<file path="src/hw/rv_ctrl_pkg.sv">
package rv_ctrl_pkg;

    // Operations the execute stage ALU knows about
    // PASS_B forwards operand B untouched, which LUI relies on
    typedef enum logic [3:0] {
        ALU_ADD    = 4'd0,
        ALU_SUB    = 4'd1,
        ALU_SLL    = 4'd2,
        ALU_SLT    = 4'd3,
        ALU_SLTU   = 4'd4,
        ALU_XOR    = 4'd5,
        ALU_SRL    = 4'd6,
        ALU_SRA    = 4'd7,
        ALU_OR     = 4'd8,
        ALU_AND    = 4'd9,
        ALU_PASS_B = 4'd10
    } alu_op_e;

    // Control word handed to execute, twelve bits
    typedef struct packed {
        alu_op_e alu_op;
        // Operand B comes from the immediate instead of rs2
        logic    src_b_imm;
        // Operand A comes from the PC instead of rs1
        logic    src_a_pc;
        logic    reg_write;
        logic    mem_read;
        logic    mem_write;
        logic    branch;
        logic    jump;
        logic    illegal;
    } ctrl_t;

    // Everything the stage registers for one instruction
    typedef struct packed {
        ctrl_t       ctrl;
        logic [4:0]  rd;
        logic [4:0]  rs1;
        logic [4:0]  rs2;
        logic [2:0]  func3;
        logic [31:0] imm;
    } id_bundle_t;

    // Write-back port coming from the end of the pipe
    typedef struct packed {
        logic        en;
        logic [4:0]  rd;
        logic [31:0] data;
    } wb_t;

endpackage

</file>
<file path="src/hw/rv_isa_pkg.sv">
package rv_isa_pkg;

    // Major opcodes of the RV32I base set that the decoder accepts
    localparam logic [6:0] OPC_LUI    = 7'b0110111;
    localparam logic [6:0] OPC_AUIPC  = 7'b0010111;
    localparam logic [6:0] OPC_JAL    = 7'b1101111;
    localparam logic [6:0] OPC_JALR   = 7'b1100111;
    localparam logic [6:0] OPC_BRANCH = 7'b1100011;
    localparam logic [6:0] OPC_LOAD   = 7'b0000011;
    localparam logic [6:0] OPC_STORE  = 7'b0100011;
    localparam logic [6:0] OPC_OP_IMM = 7'b0010011;
    localparam logic [6:0] OPC_OP     = 7'b0110011;

    // ALU func3 encodings, shared by OP and OP-IMM
    localparam logic [2:0] F3_ADD_SUB = 3'b000;
    localparam logic [2:0] F3_SLL     = 3'b001;
    localparam logic [2:0] F3_SLT     = 3'b010;
    localparam logic [2:0] F3_SLTU    = 3'b011;
    localparam logic [2:0] F3_XOR     = 3'b100;
    localparam logic [2:0] F3_SRL_SRA = 3'b101;
    localparam logic [2:0] F3_OR      = 3'b110;
    localparam logic [2:0] F3_AND     = 3'b111;

    // The only two func7 values defined for the base integer set
    localparam logic [6:0] F7_BASE = 7'b0000000;
    localparam logic [6:0] F7_ALT  = 7'b0100000;

    // Format views, most significant field first
    typedef struct packed {
        logic [6:0] func7;
        logic [4:0] rs2;
        logic [4:0] rs1;
        logic [2:0] func3;
        logic [4:0] rd;
        logic [6:0] opcode;
    } r_fmt_t;

    typedef struct packed {
        logic [11:0] imm_11_0;
        logic [4:0]  rs1;
        logic [2:0]  func3;
        logic [4:0]  rd;
        logic [6:0]  opcode;
    } i_fmt_t;

    typedef struct packed {
        logic [6:0] imm_11_5;
        logic [4:0] rs2;
        logic [4:0] rs1;
        logic [2:0] func3;
        logic [4:0] imm_4_0;
        logic [6:0] opcode;
    } s_fmt_t;

    // Branch offset bits are scattered, bit 0 is implied and never encoded
    typedef struct packed {
        logic       imm_12;
        logic [5:0] imm_10_5;
        logic [4:0] rs2;
        logic [4:0] rs1;
        logic [2:0] func3;
        logic [3:0] imm_4_1;
        logic       imm_11;
        logic [6:0] opcode;
    } b_fmt_t;

    typedef struct packed {
        logic [19:0] imm_31_12;
        logic [4:0]  rd;
        logic [6:0]  opcode;
    } u_fmt_t;

    typedef struct packed {
        logic       imm_20;
        logic [9:0] imm_10_1;
        logic       imm_11;
        logic [7:0] imm_19_12;
        logic [4:0] rd;
        logic [6:0] opcode;
    } j_fmt_t;

    // One fetched word seen through each format, the opcode lines up in all of them
    typedef union packed {
        r_fmt_t r_fmt;
        i_fmt_t i_fmt;
        s_fmt_t s_fmt;
        b_fmt_t b_fmt;
        u_fmt_t u_fmt;
        j_fmt_t j_fmt;
    } rv_instr_u;

endpackage
</file>
<file path="src/hw/rv_decode_top.sv">
`timescale 1ns/1ps

module rv_decode_top (
    input  logic                    clk,
    input  logic                    rst_n,
    input  logic                    instr_valid,
    input  rv_isa_pkg::rv_instr_u   instr,
    input  rv_ctrl_pkg::wb_t        wb,
    output logic                    id_valid,
    output rv_ctrl_pkg::id_bundle_t id,
    output logic [31:0]             rs1_data,
    output logic [31:0]             rs2_data
);

    // Source register addresses, straight from the incoming instruction
    logic [4:0] rs1;
    logic [4:0] rs2;

    decode_unit u_decode_unit (
        .clk         (clk),
        .rst_n       (rst_n),
        .instr_valid (instr_valid),
        .instr       (instr),
        .rs1         (rs1),
        .rs2         (rs2),
        .id_valid    (id_valid),
        .id          (id)
    );

    // Read data comes back one edge later, in step with id
    reg_file u_reg_file (
        .clk      (clk),
        .rst_n    (rst_n),
        .rs1      (rs1),
        .rs2      (rs2),
        .wb       (wb),
        .rs1_data (rs1_data),
        .rs2_data (rs2_data)
    );

endmodule

</file>
<file path="src/hw/decode_unit.sv">
`timescale 1ns/1ps

module decode_unit (
    input  logic                    clk,
    input  logic                    rst_n,
    input  logic                    instr_valid,
    input  rv_isa_pkg::rv_instr_u   instr,
    output logic [4:0]              rs1,
    output logic [4:0]              rs2,
    output logic                    id_valid,
    output rv_ctrl_pkg::id_bundle_t id
);

    rv_ctrl_pkg::ctrl_t      ctrl;
    logic [31:0]             imm;
    rv_ctrl_pkg::id_bundle_t id_d;

    ctrl_decode u_ctrl_decode (
        .instr (instr),
        .ctrl  (ctrl)
    );

    imm_gen u_imm_gen (
        .instr (instr),
        .imm   (imm)
    );

    // Read addresses leave unregistered so the register file answers with the bundle
    assign rs1 = instr.r_fmt.rs1;
    assign rs2 = instr.r_fmt.rs2;

    assign id_d = '{ctrl: ctrl, rd: instr.r_fmt.rd, rs1: instr.r_fmt.rs1,
                    rs2: instr.r_fmt.rs2, func3: instr.r_fmt.func3, imm: imm};

    always_ff @(posedge clk or negedge rst_n)
    begin
        if (!rst_n)
        begin
            id_valid <= 1'b0;
            id       <= '0;
        end
        else
        begin
            // The strobe follows every instruction, the bundle holds between them
            id_valid <= instr_valid;
            if (instr_valid)
                id <= id_d;
        end
    end

    // Nothing left over from before reset may show up on the first live edge
    a_no_valid_after_reset: assert property (@(posedge clk) $rose(rst_n) |-> !id_valid);

endmodule

</file>
<file path="src/hw/reg_file.sv">
`timescale 1ns/1ps

module reg_file (
    input  logic               clk,
    input  logic               rst_n,
    input  logic [4:0]         rs1,
    input  logic [4:0]         rs2,
    input  rv_ctrl_pkg::wb_t   wb,
    output logic [31:0]        rs1_data,
    output logic [31:0]        rs2_data
);

    logic [31:0] regs [0:31];
    logic        wb_we;
    logic        byp1;
    logic        byp2;

    // Writes to x0 are dropped here, so entry zero keeps its reset value forever
    assign wb_we = wb.en && (wb.rd != 5'd0);

    // A read that hits the register being written this cycle takes the new data
    assign byp1 = wb_we && (wb.rd == rs1);
    assign byp2 = wb_we && (wb.rd == rs2);

    always_ff @(posedge clk or negedge rst_n)
    begin
        if (!rst_n)
        begin
            for (int i = 0; i < 32; i++)
                regs[i] <= 32'd0;
            rs1_data <= 32'd0;
            rs2_data <= 32'd0;
        end
        else
        begin
            if (wb_we)
                regs[wb.rd] <= wb.data;
            rs1_data <= byp1 ? wb.data : regs[rs1];
            rs2_data <= byp2 ? wb.data : regs[rs2];
        end
    end

    // x0 reads zero on both ports, even when write-back aims at it
    a_x0_rs1: assert property (@(posedge clk) disable iff (!rst_n)
        (rs1 == 5'd0) |=> (rs1_data == 32'd0));
    a_x0_rs2: assert property (@(posedge clk) disable iff (!rst_n)
        (rs2 == 5'd0) |=> (rs2_data == 32'd0));

endmodule

</file>
<file path="src/hw/ctrl_decode.sv">
`timescale 1ns/1ps

module ctrl_decode (
    input  rv_isa_pkg::rv_instr_u instr,
    output rv_ctrl_pkg::ctrl_t    ctrl
);

    logic [6:0] opcode;
    logic [2:0] func3;
    logic [6:0] func7;
    logic       f7_base;
    logic       f7_alt;
    logic       is_sr;
    logic       is_shift;

    assign opcode   = instr.r_fmt.opcode;
    assign func3    = instr.r_fmt.func3;
    assign func7    = instr.r_fmt.func7;
    assign f7_base  = (func7 == rv_isa_pkg::F7_BASE);
    assign f7_alt   = (func7 == rv_isa_pkg::F7_ALT);
    assign is_sr    = (func3 == rv_isa_pkg::F3_SRL_SRA);
    assign is_shift = is_sr || (func3 == rv_isa_pkg::F3_SLL);

    // OP and OP-IMM share the func3 table, alt picks SUB or SRA
    function automatic rv_ctrl_pkg::alu_op_e alu_from_f3(input logic [2:0] f3, input logic alt);
        rv_ctrl_pkg::alu_op_e op;
        case (f3)
            rv_isa_pkg::F3_ADD_SUB: op = alt ? rv_ctrl_pkg::ALU_SUB : rv_ctrl_pkg::ALU_ADD;
            rv_isa_pkg::F3_SLL:     op = rv_ctrl_pkg::ALU_SLL;
            rv_isa_pkg::F3_SLT:     op = rv_ctrl_pkg::ALU_SLT;
            rv_isa_pkg::F3_SLTU:    op = rv_ctrl_pkg::ALU_SLTU;
            rv_isa_pkg::F3_XOR:     op = rv_ctrl_pkg::ALU_XOR;
            rv_isa_pkg::F3_SRL_SRA: op = alt ? rv_ctrl_pkg::ALU_SRA : rv_ctrl_pkg::ALU_SRL;
            rv_isa_pkg::F3_OR:      op = rv_ctrl_pkg::ALU_OR;
            default:                op = rv_ctrl_pkg::ALU_AND;
        endcase
        return op;
    endfunction

    always_comb
    begin
        ctrl = '0;
        ctrl.alu_op = rv_ctrl_pkg::ALU_ADD;
        case (opcode)
            rv_isa_pkg::OPC_LUI:
            begin
                // The immediate already sits in the upper bits, so it passes straight through
                ctrl.alu_op    = rv_ctrl_pkg::ALU_PASS_B;
                ctrl.src_b_imm = 1'b1;
                ctrl.reg_write = 1'b1;
            end
            rv_isa_pkg::OPC_AUIPC:
            begin
                ctrl.src_a_pc  = 1'b1;
                ctrl.src_b_imm = 1'b1;
                ctrl.reg_write = 1'b1;
            end
            rv_isa_pkg::OPC_JAL:
            begin
                // The ALU forms the target from PC and offset, the link is written back
                ctrl.src_a_pc  = 1'b1;
                ctrl.src_b_imm = 1'b1;
                ctrl.reg_write = 1'b1;
                ctrl.jump      = 1'b1;
            end
            rv_isa_pkg::OPC_JALR:
            begin
                ctrl.src_b_imm = 1'b1;
                ctrl.reg_write = 1'b1;
                ctrl.jump      = 1'b1;
            end
            rv_isa_pkg::OPC_BRANCH:
            begin
                // Equality tests subtract, ordered ones compare signed or unsigned
                ctrl.branch = 1'b1;
                if (func3[2])
                    ctrl.alu_op = func3[1] ? rv_ctrl_pkg::ALU_SLTU : rv_ctrl_pkg::ALU_SLT;
                else
                    ctrl.alu_op = rv_ctrl_pkg::ALU_SUB;
            end
            rv_isa_pkg::OPC_LOAD:
            begin
                ctrl.src_b_imm = 1'b1;
                ctrl.reg_write = 1'b1;
                ctrl.mem_read  = 1'b1;
            end
            rv_isa_pkg::OPC_STORE:
            begin
                ctrl.src_b_imm = 1'b1;
                ctrl.mem_write = 1'b1;
            end
            rv_isa_pkg::OPC_OP_IMM:
            begin
                ctrl.src_b_imm = 1'b1;
                // ADDI has no SUB form, the upper immediate bits only matter for shifts
                ctrl.alu_op = alu_from_f3(func3, is_sr && f7_alt);
                // An illegal instruction must not change architectural state
                if (is_shift && !(f7_base || (is_sr && f7_alt)))
                    ctrl.illegal = 1'b1;
                else
                    ctrl.reg_write = 1'b1;
            end
            rv_isa_pkg::OPC_OP:
            begin
                ctrl.alu_op = alu_from_f3(func3, f7_alt);
                // The alternate func7 exists only for SUB and SRA
                if (!(f7_base || (f7_alt && (is_sr || func3 == rv_isa_pkg::F3_ADD_SUB))))
                    ctrl.illegal = 1'b1;
                else
                    ctrl.reg_write = 1'b1;
            end
            default:
                // FENCE, SYSTEM and anything unknown end up here
                ctrl.illegal = 1'b1;
        endcase
    end

    // Execute trusts the write enables, so a trapped instruction must carry none of them
    always_comb
    begin
        assert (!(ctrl.illegal && (ctrl.reg_write || ctrl.mem_write)))
            else $error("ctrl_decode: illegal instruction with a write enable set");
    end

endmodule

</file>
<file path="src/hw/imm_gen.sv">
`timescale 1ns/1ps

module imm_gen (
    input  rv_isa_pkg::rv_instr_u instr,
    output logic [31:0]           imm
);

    logic [6:0] opcode;
    logic [2:0] func3;
    logic       is_shift;

    // Every view shares the low seven bits, so any one of them gives the opcode
    assign opcode = instr.i_fmt.opcode;
    assign func3  = instr.i_fmt.func3;

    // SLLI, SRLI and SRAI carry a shift amount instead of a signed immediate
    assign is_shift = (func3 == rv_isa_pkg::F3_SLL) || (func3 == rv_isa_pkg::F3_SRL_SRA);

    always_comb
    begin
        imm = 32'd0;
        case (opcode)
            rv_isa_pkg::OPC_OP_IMM:
            begin
                if (is_shift)
                    // The shamt sits where rs2 would be, and it is never negative
                    imm = {27'd0, instr.r_fmt.rs2};
                else
                    imm = {{20{instr.i_fmt.imm_11_0[11]}}, instr.i_fmt.imm_11_0};
            end
            rv_isa_pkg::OPC_LOAD,
            rv_isa_pkg::OPC_JALR:
                imm = {{20{instr.i_fmt.imm_11_0[11]}}, instr.i_fmt.imm_11_0};
            rv_isa_pkg::OPC_STORE:
                imm = {{20{instr.s_fmt.imm_11_5[6]}}, instr.s_fmt.imm_11_5,
                       instr.s_fmt.imm_4_0};
            // Branch and jump offsets stay in halfwords, the branch unit shifts them
            rv_isa_pkg::OPC_BRANCH:
                imm = {{20{instr.b_fmt.imm_12}}, instr.b_fmt.imm_12, instr.b_fmt.imm_11,
                       instr.b_fmt.imm_10_5, instr.b_fmt.imm_4_1};
            rv_isa_pkg::OPC_JAL:
                imm = {{12{instr.j_fmt.imm_20}}, instr.j_fmt.imm_20, instr.j_fmt.imm_19_12,
                       instr.j_fmt.imm_11, instr.j_fmt.imm_10_1};
            // LUI and AUIPC load the upper twenty bits with the low twelve cleared
            rv_isa_pkg::OPC_LUI,
            rv_isa_pkg::OPC_AUIPC:
                imm = {instr.u_fmt.imm_31_12, 12'd0};
            default:
                // R-type and every opcode we do not decode has no immediate
                imm = 32'd0;
        endcase
    end

endmodule

</file>
<file path="config.mk">
export PLATFORM = sky130hd
export DESIGN_NAME = rv_decode_top
export DESIGN_NICKNAME = d
export VERILOG_FILES = /design/src/hw/rv_ctrl_pkg.sv /design/src/hw/rv_isa_pkg.sv /design/src/hw/rv_decode_top.sv /design/src/hw/decode_unit.sv /design/src/hw/reg_file.sv /design/src/hw/ctrl_decode.sv /design/src/hw/imm_gen.sv
export SDC_FILE = /design/constraint.sdc
export NUM_CORES = 2
export LEC_CHECK = 0
export ABC_AREA = 1
export BUFFER_PORTS_ARGS = -buffer_cell sky130_fd_sc_hd__buf_4
export CELL_PAD_IN_SITES_DETAIL_PLACEMENT = 1
export CELL_PAD_IN_SITES_GLOBAL_PLACEMENT = 1
export CORE_MARGIN = 2
export CORE_UTILIZATION = 27
export DETAILED_ROUTE_END_ITERATION = 8
export MAX_ROUTING_LAYER = met4
export PLACE_DENSITY_LB_ADDON = 0.1
export SLEW_MARGIN = 10
export SYNTH_ARGS = -nofsm -noshare
export SYNTH_HDL_FRONTEND = slang
export SYNTH_SLANG_ARGS = --single-unit
</file>
<file path="constraint.sdc">
create_clock -name clk -period 1.2 [get_ports clk]
set_clock_uncertainty 0.05 [all_clocks]
set_input_delay 0.24 -clock clk [delete_from_list [all_inputs] [get_ports clk]]
set_output_delay 0.24 -clock clk [all_outputs]
set_load 0.02 [all_outputs]
</file>
==> impl_summary.txt <==
----------------------------------------------------
[Pwr]
  Combinational power share ... 25.7%
  Power density over the cells ... 1480 mW/mm2
  Static leakage ... 42.5 nW
  Sw Share ... 32.6%
  Power share of the clock group ... 35.4%
  Part of the power in registers ... 38.9%
  Switching pwr ... 43.1 mW
  Internal power ... 89.1 mW
  Total power after layout ... 132 mW
  Worst voltage drop across the vdd grid ... 1050 uV

[Floorplan]
  Y dimension of the die ... 482 um
  Horizontal die dimension ... 482 um
  Die ar. ... 0.232 mm2
  Starting density of the core ... 27.1%
  Standard-cell rows ... 175
  Area of the core ... 0.227 mm2
  Number of top-level pins ... 200

[Timing]
  Slew Limit Fails ... 0
  Final-layout setup total negative slack ... -63050 ps
  Fmax ... 559 MHz
  Worst-margin pin slew ... 586 ps
  Ratio of final minimum period to clock period ... 149%
  Number of hold violations in the final report ... 2
  Tightest hold margin ... -41.4 ps
  Final setup violation count ... 196
  Min Clock Period, post-route ... 1790 ps
  Worst slew margin relative to its limit ... 60.9%
  Final Worst Setup Slack ... -590 ps
  Unrepaired setup endpoints after global routing ... yes

[Cells and area]
  Non-Filler Cell Area, Final ... 0.0893 mm2
  Nets@finish ... 9904
  Area Growth Syn to Fin ... 44.8%
  Util after Layout ... 39.3%
  Finished Layout Cells ... 12957
  Layout cell share with drive strength beyond 1 ... 27.9%

[Logic synthesis]
  Synthesized instance count ... 8897
  Sequential cell area fraction in the yosys report ... 46.7%
  Post-synthesis cell area ... 0.0617 mm2
  Top_reg_cell synth ... sky130_fd_sc_hd__dfrtp_1
  Syn avg cell area ... 6.93 um2
  Cell with the most instances after synthesis ... sky130_fd_sc_hd__nand2_1
  Synth cell types ... 29
  Number of synthesis warnings ... 0
  Post-Syn Nets ... 8970
  Post-synth top area share ... 46.7%
  Count of state elements after synthesis ... 1151
  EDFF count, synth ... 0
  Top cells by count, synth ... sky130_fd_sc_hd__nand2_1, sky130_fd_sc_hd__nand3_1, sky130_fd_sc_hd__dfrtp_1
  Top cell type by total area after synthesis ... sky130_fd_sc_hd__dfrtp_1
  Asr flop ratio synth ... 100%
  Top cells by area, synth ... sky130_fd_sc_hd__dfrtp_1, sky130_fd_sc_hd__nand2_1, sky130_fd_sc_hd__nand3_1

[Outcome]
  Violated checks ... negative hold slack, negative setup slack
  Status ... complete, but fails checks

[Global routing]
  Vias in the first global route ... 68404
  Final global-route overflow total ... 0
  Wire length of the first global-routing pass ... 479000 um
  Initial antenna violation count ... 7
  Overall global routing resource usage ... 28.4%
  Maximum number of pins on one net before global-route repair ... 69

[Drt]
  Antenna Nets Post-Route ... 0
  Post-DR wirelength/cell ... 25.3 um
  Detailed Route WL ... 327000 um
  DRC errors left ... 0
  First-pass iteration count of the detailed router ... 5
  Initial drt markers ... 4810
  Via count ... 67140
  Via/cell ratio ... 5.18

[CTS]
  Number of CTS-inserted buffers ... 149
  Clock-pin slew reported for the worst setup and hold paths after clock tree synthesis ... 60 ps
  CTS tree ... yes
  Maximum number of buffers from clock root to sink ... 3
  Number of H-tree branching levels ... 4
  Clock Sinks ... 1151
  Clock latency of the later-clocked register in the worst-skew pair ... 840 ps
  CTS root buf ... sky130_fd_sc_hd__clkbuf_16

[Worst setup path]
  Crit Path Class ... flip-flop to output port
  Worst EP required ... 910 ps
  Maximum fanout encountered on the critical timing path ... 1
  CP arrival ... 1500 ps
  Endpoint kind of the worst setup timing path ... output port
  Type of origin of the critical path ... flip-flop

[Worst hold path]
  Classification of the worst-slack hold path ... primary input to flip-flop

[Placed design]
  Cell area reported after detailed placement ... 0.0770 mm2
  Routability Congestion ... 0.856
  Cell total after placement ... 12446
  Port-buffer cells ... 199
  Estimated wirelength of the detail-placed design ... 218000 um
  Pre-CTS worst setup slack ... -1050 ps

[Job]
  Max-cap violations ... 0

----------------------------------------------------
==> power by group through the flow <==
| stage | clock network (mW) | logic [mW] | registers (mW) |
|---|---|---|---|
| after floorplan | 0 | 14.6 | 50.7 |
| after global placement | 0 | 28.5 | 51.4 |
| after detailed placement | 0 | 29.2 | 51.6 |
| after CTS | 47.9 | 31.5 | 51.2 |
| after global routing | 49.4 | 37.6 | 52.1 |
| final | 46.9 | 34.0 | 51.4 |
==> cell type report <==
class	count	area, um2
fill	27040	138000
multi-input combinational	6841	33900
sequential	1151	28800
timing repair buffer	1577	17300
clock buffer	227	4510
tap	3009	3760
clock inverter	38	484
inverter	111	484
antenna	3	7.51
==> cells in the final DEF, fill, tap and decap left out, types with 3 or more instances in the layout <==
cell,netlist,final
sky130_fd_sc_hd__nand2_1,3785,3371
sky130_fd_sc_hd__nand3_1,1756,1228
sky130_fd_sc_hd__dfrtp_1,1151,1135
sky130_fd_sc_hd__buf_4,1,903
sky130_fd_sc_hd__o21ai_0,837,789
sky130_fd_sc_hd__nand3_2,0,458
sky130_fd_sc_hd__nand2_2,17,390
sky130_fd_sc_hd__buf_12,0,341
sky130_fd_sc_hd__buf_6,0,260
sky130_fd_sc_hd__nor2_1,198,191
sky130_fd_sc_hd__a21oi_1,170,170
sky130_fd_sc_hd__clkbuf_16,0,159
sky130_fd_sc_hd__o21ai_1,34,81
sky130_fd_sc_hd__inv_1,99,72
sky130_fd_sc_hd__nand3_4,0,70
sky130_fd_sc_hd__dlygate4sd3_1,0,62
sky130_fd_sc_hd__nand2_4,0,40
sky130_fd_sc_hd__clkbuf_1,654,38
sky130_fd_sc_hd__clkbuf_8,0,34
sky130_fd_sc_hd__inv_2,7,27
sky130_fd_sc_hd__clkinv_2,0,22
sky130_fd_sc_hd__dfrtp_2,0,16
sky130_fd_sc_hd__nand4_1,11,11
sky130_fd_sc_hd__bufinv_16,0,9
sky130_fd_sc_hd__nor3_2,4,6
sky130_fd_sc_hd__nor2_2,4,6
sky130_fd_sc_hd__nor3_4,1,5
sky130_fd_sc_hd__nor2_4,0,5
sky130_fd_sc_hd__buf_8,0,5
sky130_fd_sc_hd__inv_8,0,4
sky130_fd_sc_hd__nor3_1,10,4
sky130_fd_sc_hd__inv_6,0,4
sky130_fd_sc_hd__diode_2,0,3
sky130_fd_sc_hd__inv_4,0,3
sky130_fd_sc_hd__xnor2_1,3,3
==> kinds of logic (layout without fill, tap and decap cells) <==
family,count (synthesis),after routing,share of synthesized area [%]
simple gates,5787,5787,39.0
flops,1151,1151,46.7
compound gates,1049,1049,8.54
buf+inv,905,1953,5.68
xor+xnor,5,5,0.0710
other cells,0,3,0
==> final timing paths <==
| path | start | endpoint | slack, ps | cells after the start |
|---|---|---|---|---|
| worst min register to register | u_reg_file.regs[1022]$_DFFE_PN0P_ | u_reg_file.regs[1022]$_DFFE_PN0P_ | 340 | 0 |
| max in group asynchronous | rst_n | u_reg_file.regs[804]$_DFFE_PN0P_ | 170 | 3 |
| worst max register to register | u_reg_file.regs[68]$_DFFE_PN0P_ | u_reg_file.rs1_data[4]$_DFF_PN0_ | -130 | 9 |
| min in group asynchronous | rst_n | u_reg_file.regs[685]$_DFFE_PN0P_ | 100 | 3 |
| worst min-delay path | instr[3] | u_decode_unit.id[52]$_DFFE_PN0P_ | -40 | 6 |
| worst max-delay path | u_reg_file.rs1_data[10]$_DFF_PN0_ | rs1_data[10] | -590 | 2 |
==> critical path, cell delays in order, from the launching register on <==
cell                      delay [ps]
sky130_fd_sc_hd__dfrtp_1         400
sky130_fd_sc_hd__buf_12          140
sky130_fd_sc_hd__buf_8           120
==> layer usage <==
metal | GRT usage (%) | share of wire [%] | up-vias
met4 | 8.01 | 3.1 | 0
met1 | 37.6 | 45 | 34289
met5 | - | 0 | -
met3 | 2.90 | 3.9 | 434
met2 | 46.1 | 48 | 1542
li1 | - | - | 30875
==> state kept, by name (all words and copies together) (netlist names) <==
signal / flops
u_reg_file.regs: 1024
u_decode_unit.id: 62
u_reg_file.rs1_data: 32
u_reg_file.rs2_data: 32
u_decode_unit.id_valid: 1
==> timing repair <==
item,in CTS,in global routing
pin swaps,382,510
endpoints found under the setup margin,191,289
hold buffers,62,6
buffers inserted,70,128
gates cloned,0,3
hold endpoints to repair,2270,5
resized for setup,708,626
Power figures use the tool's default switching activity.
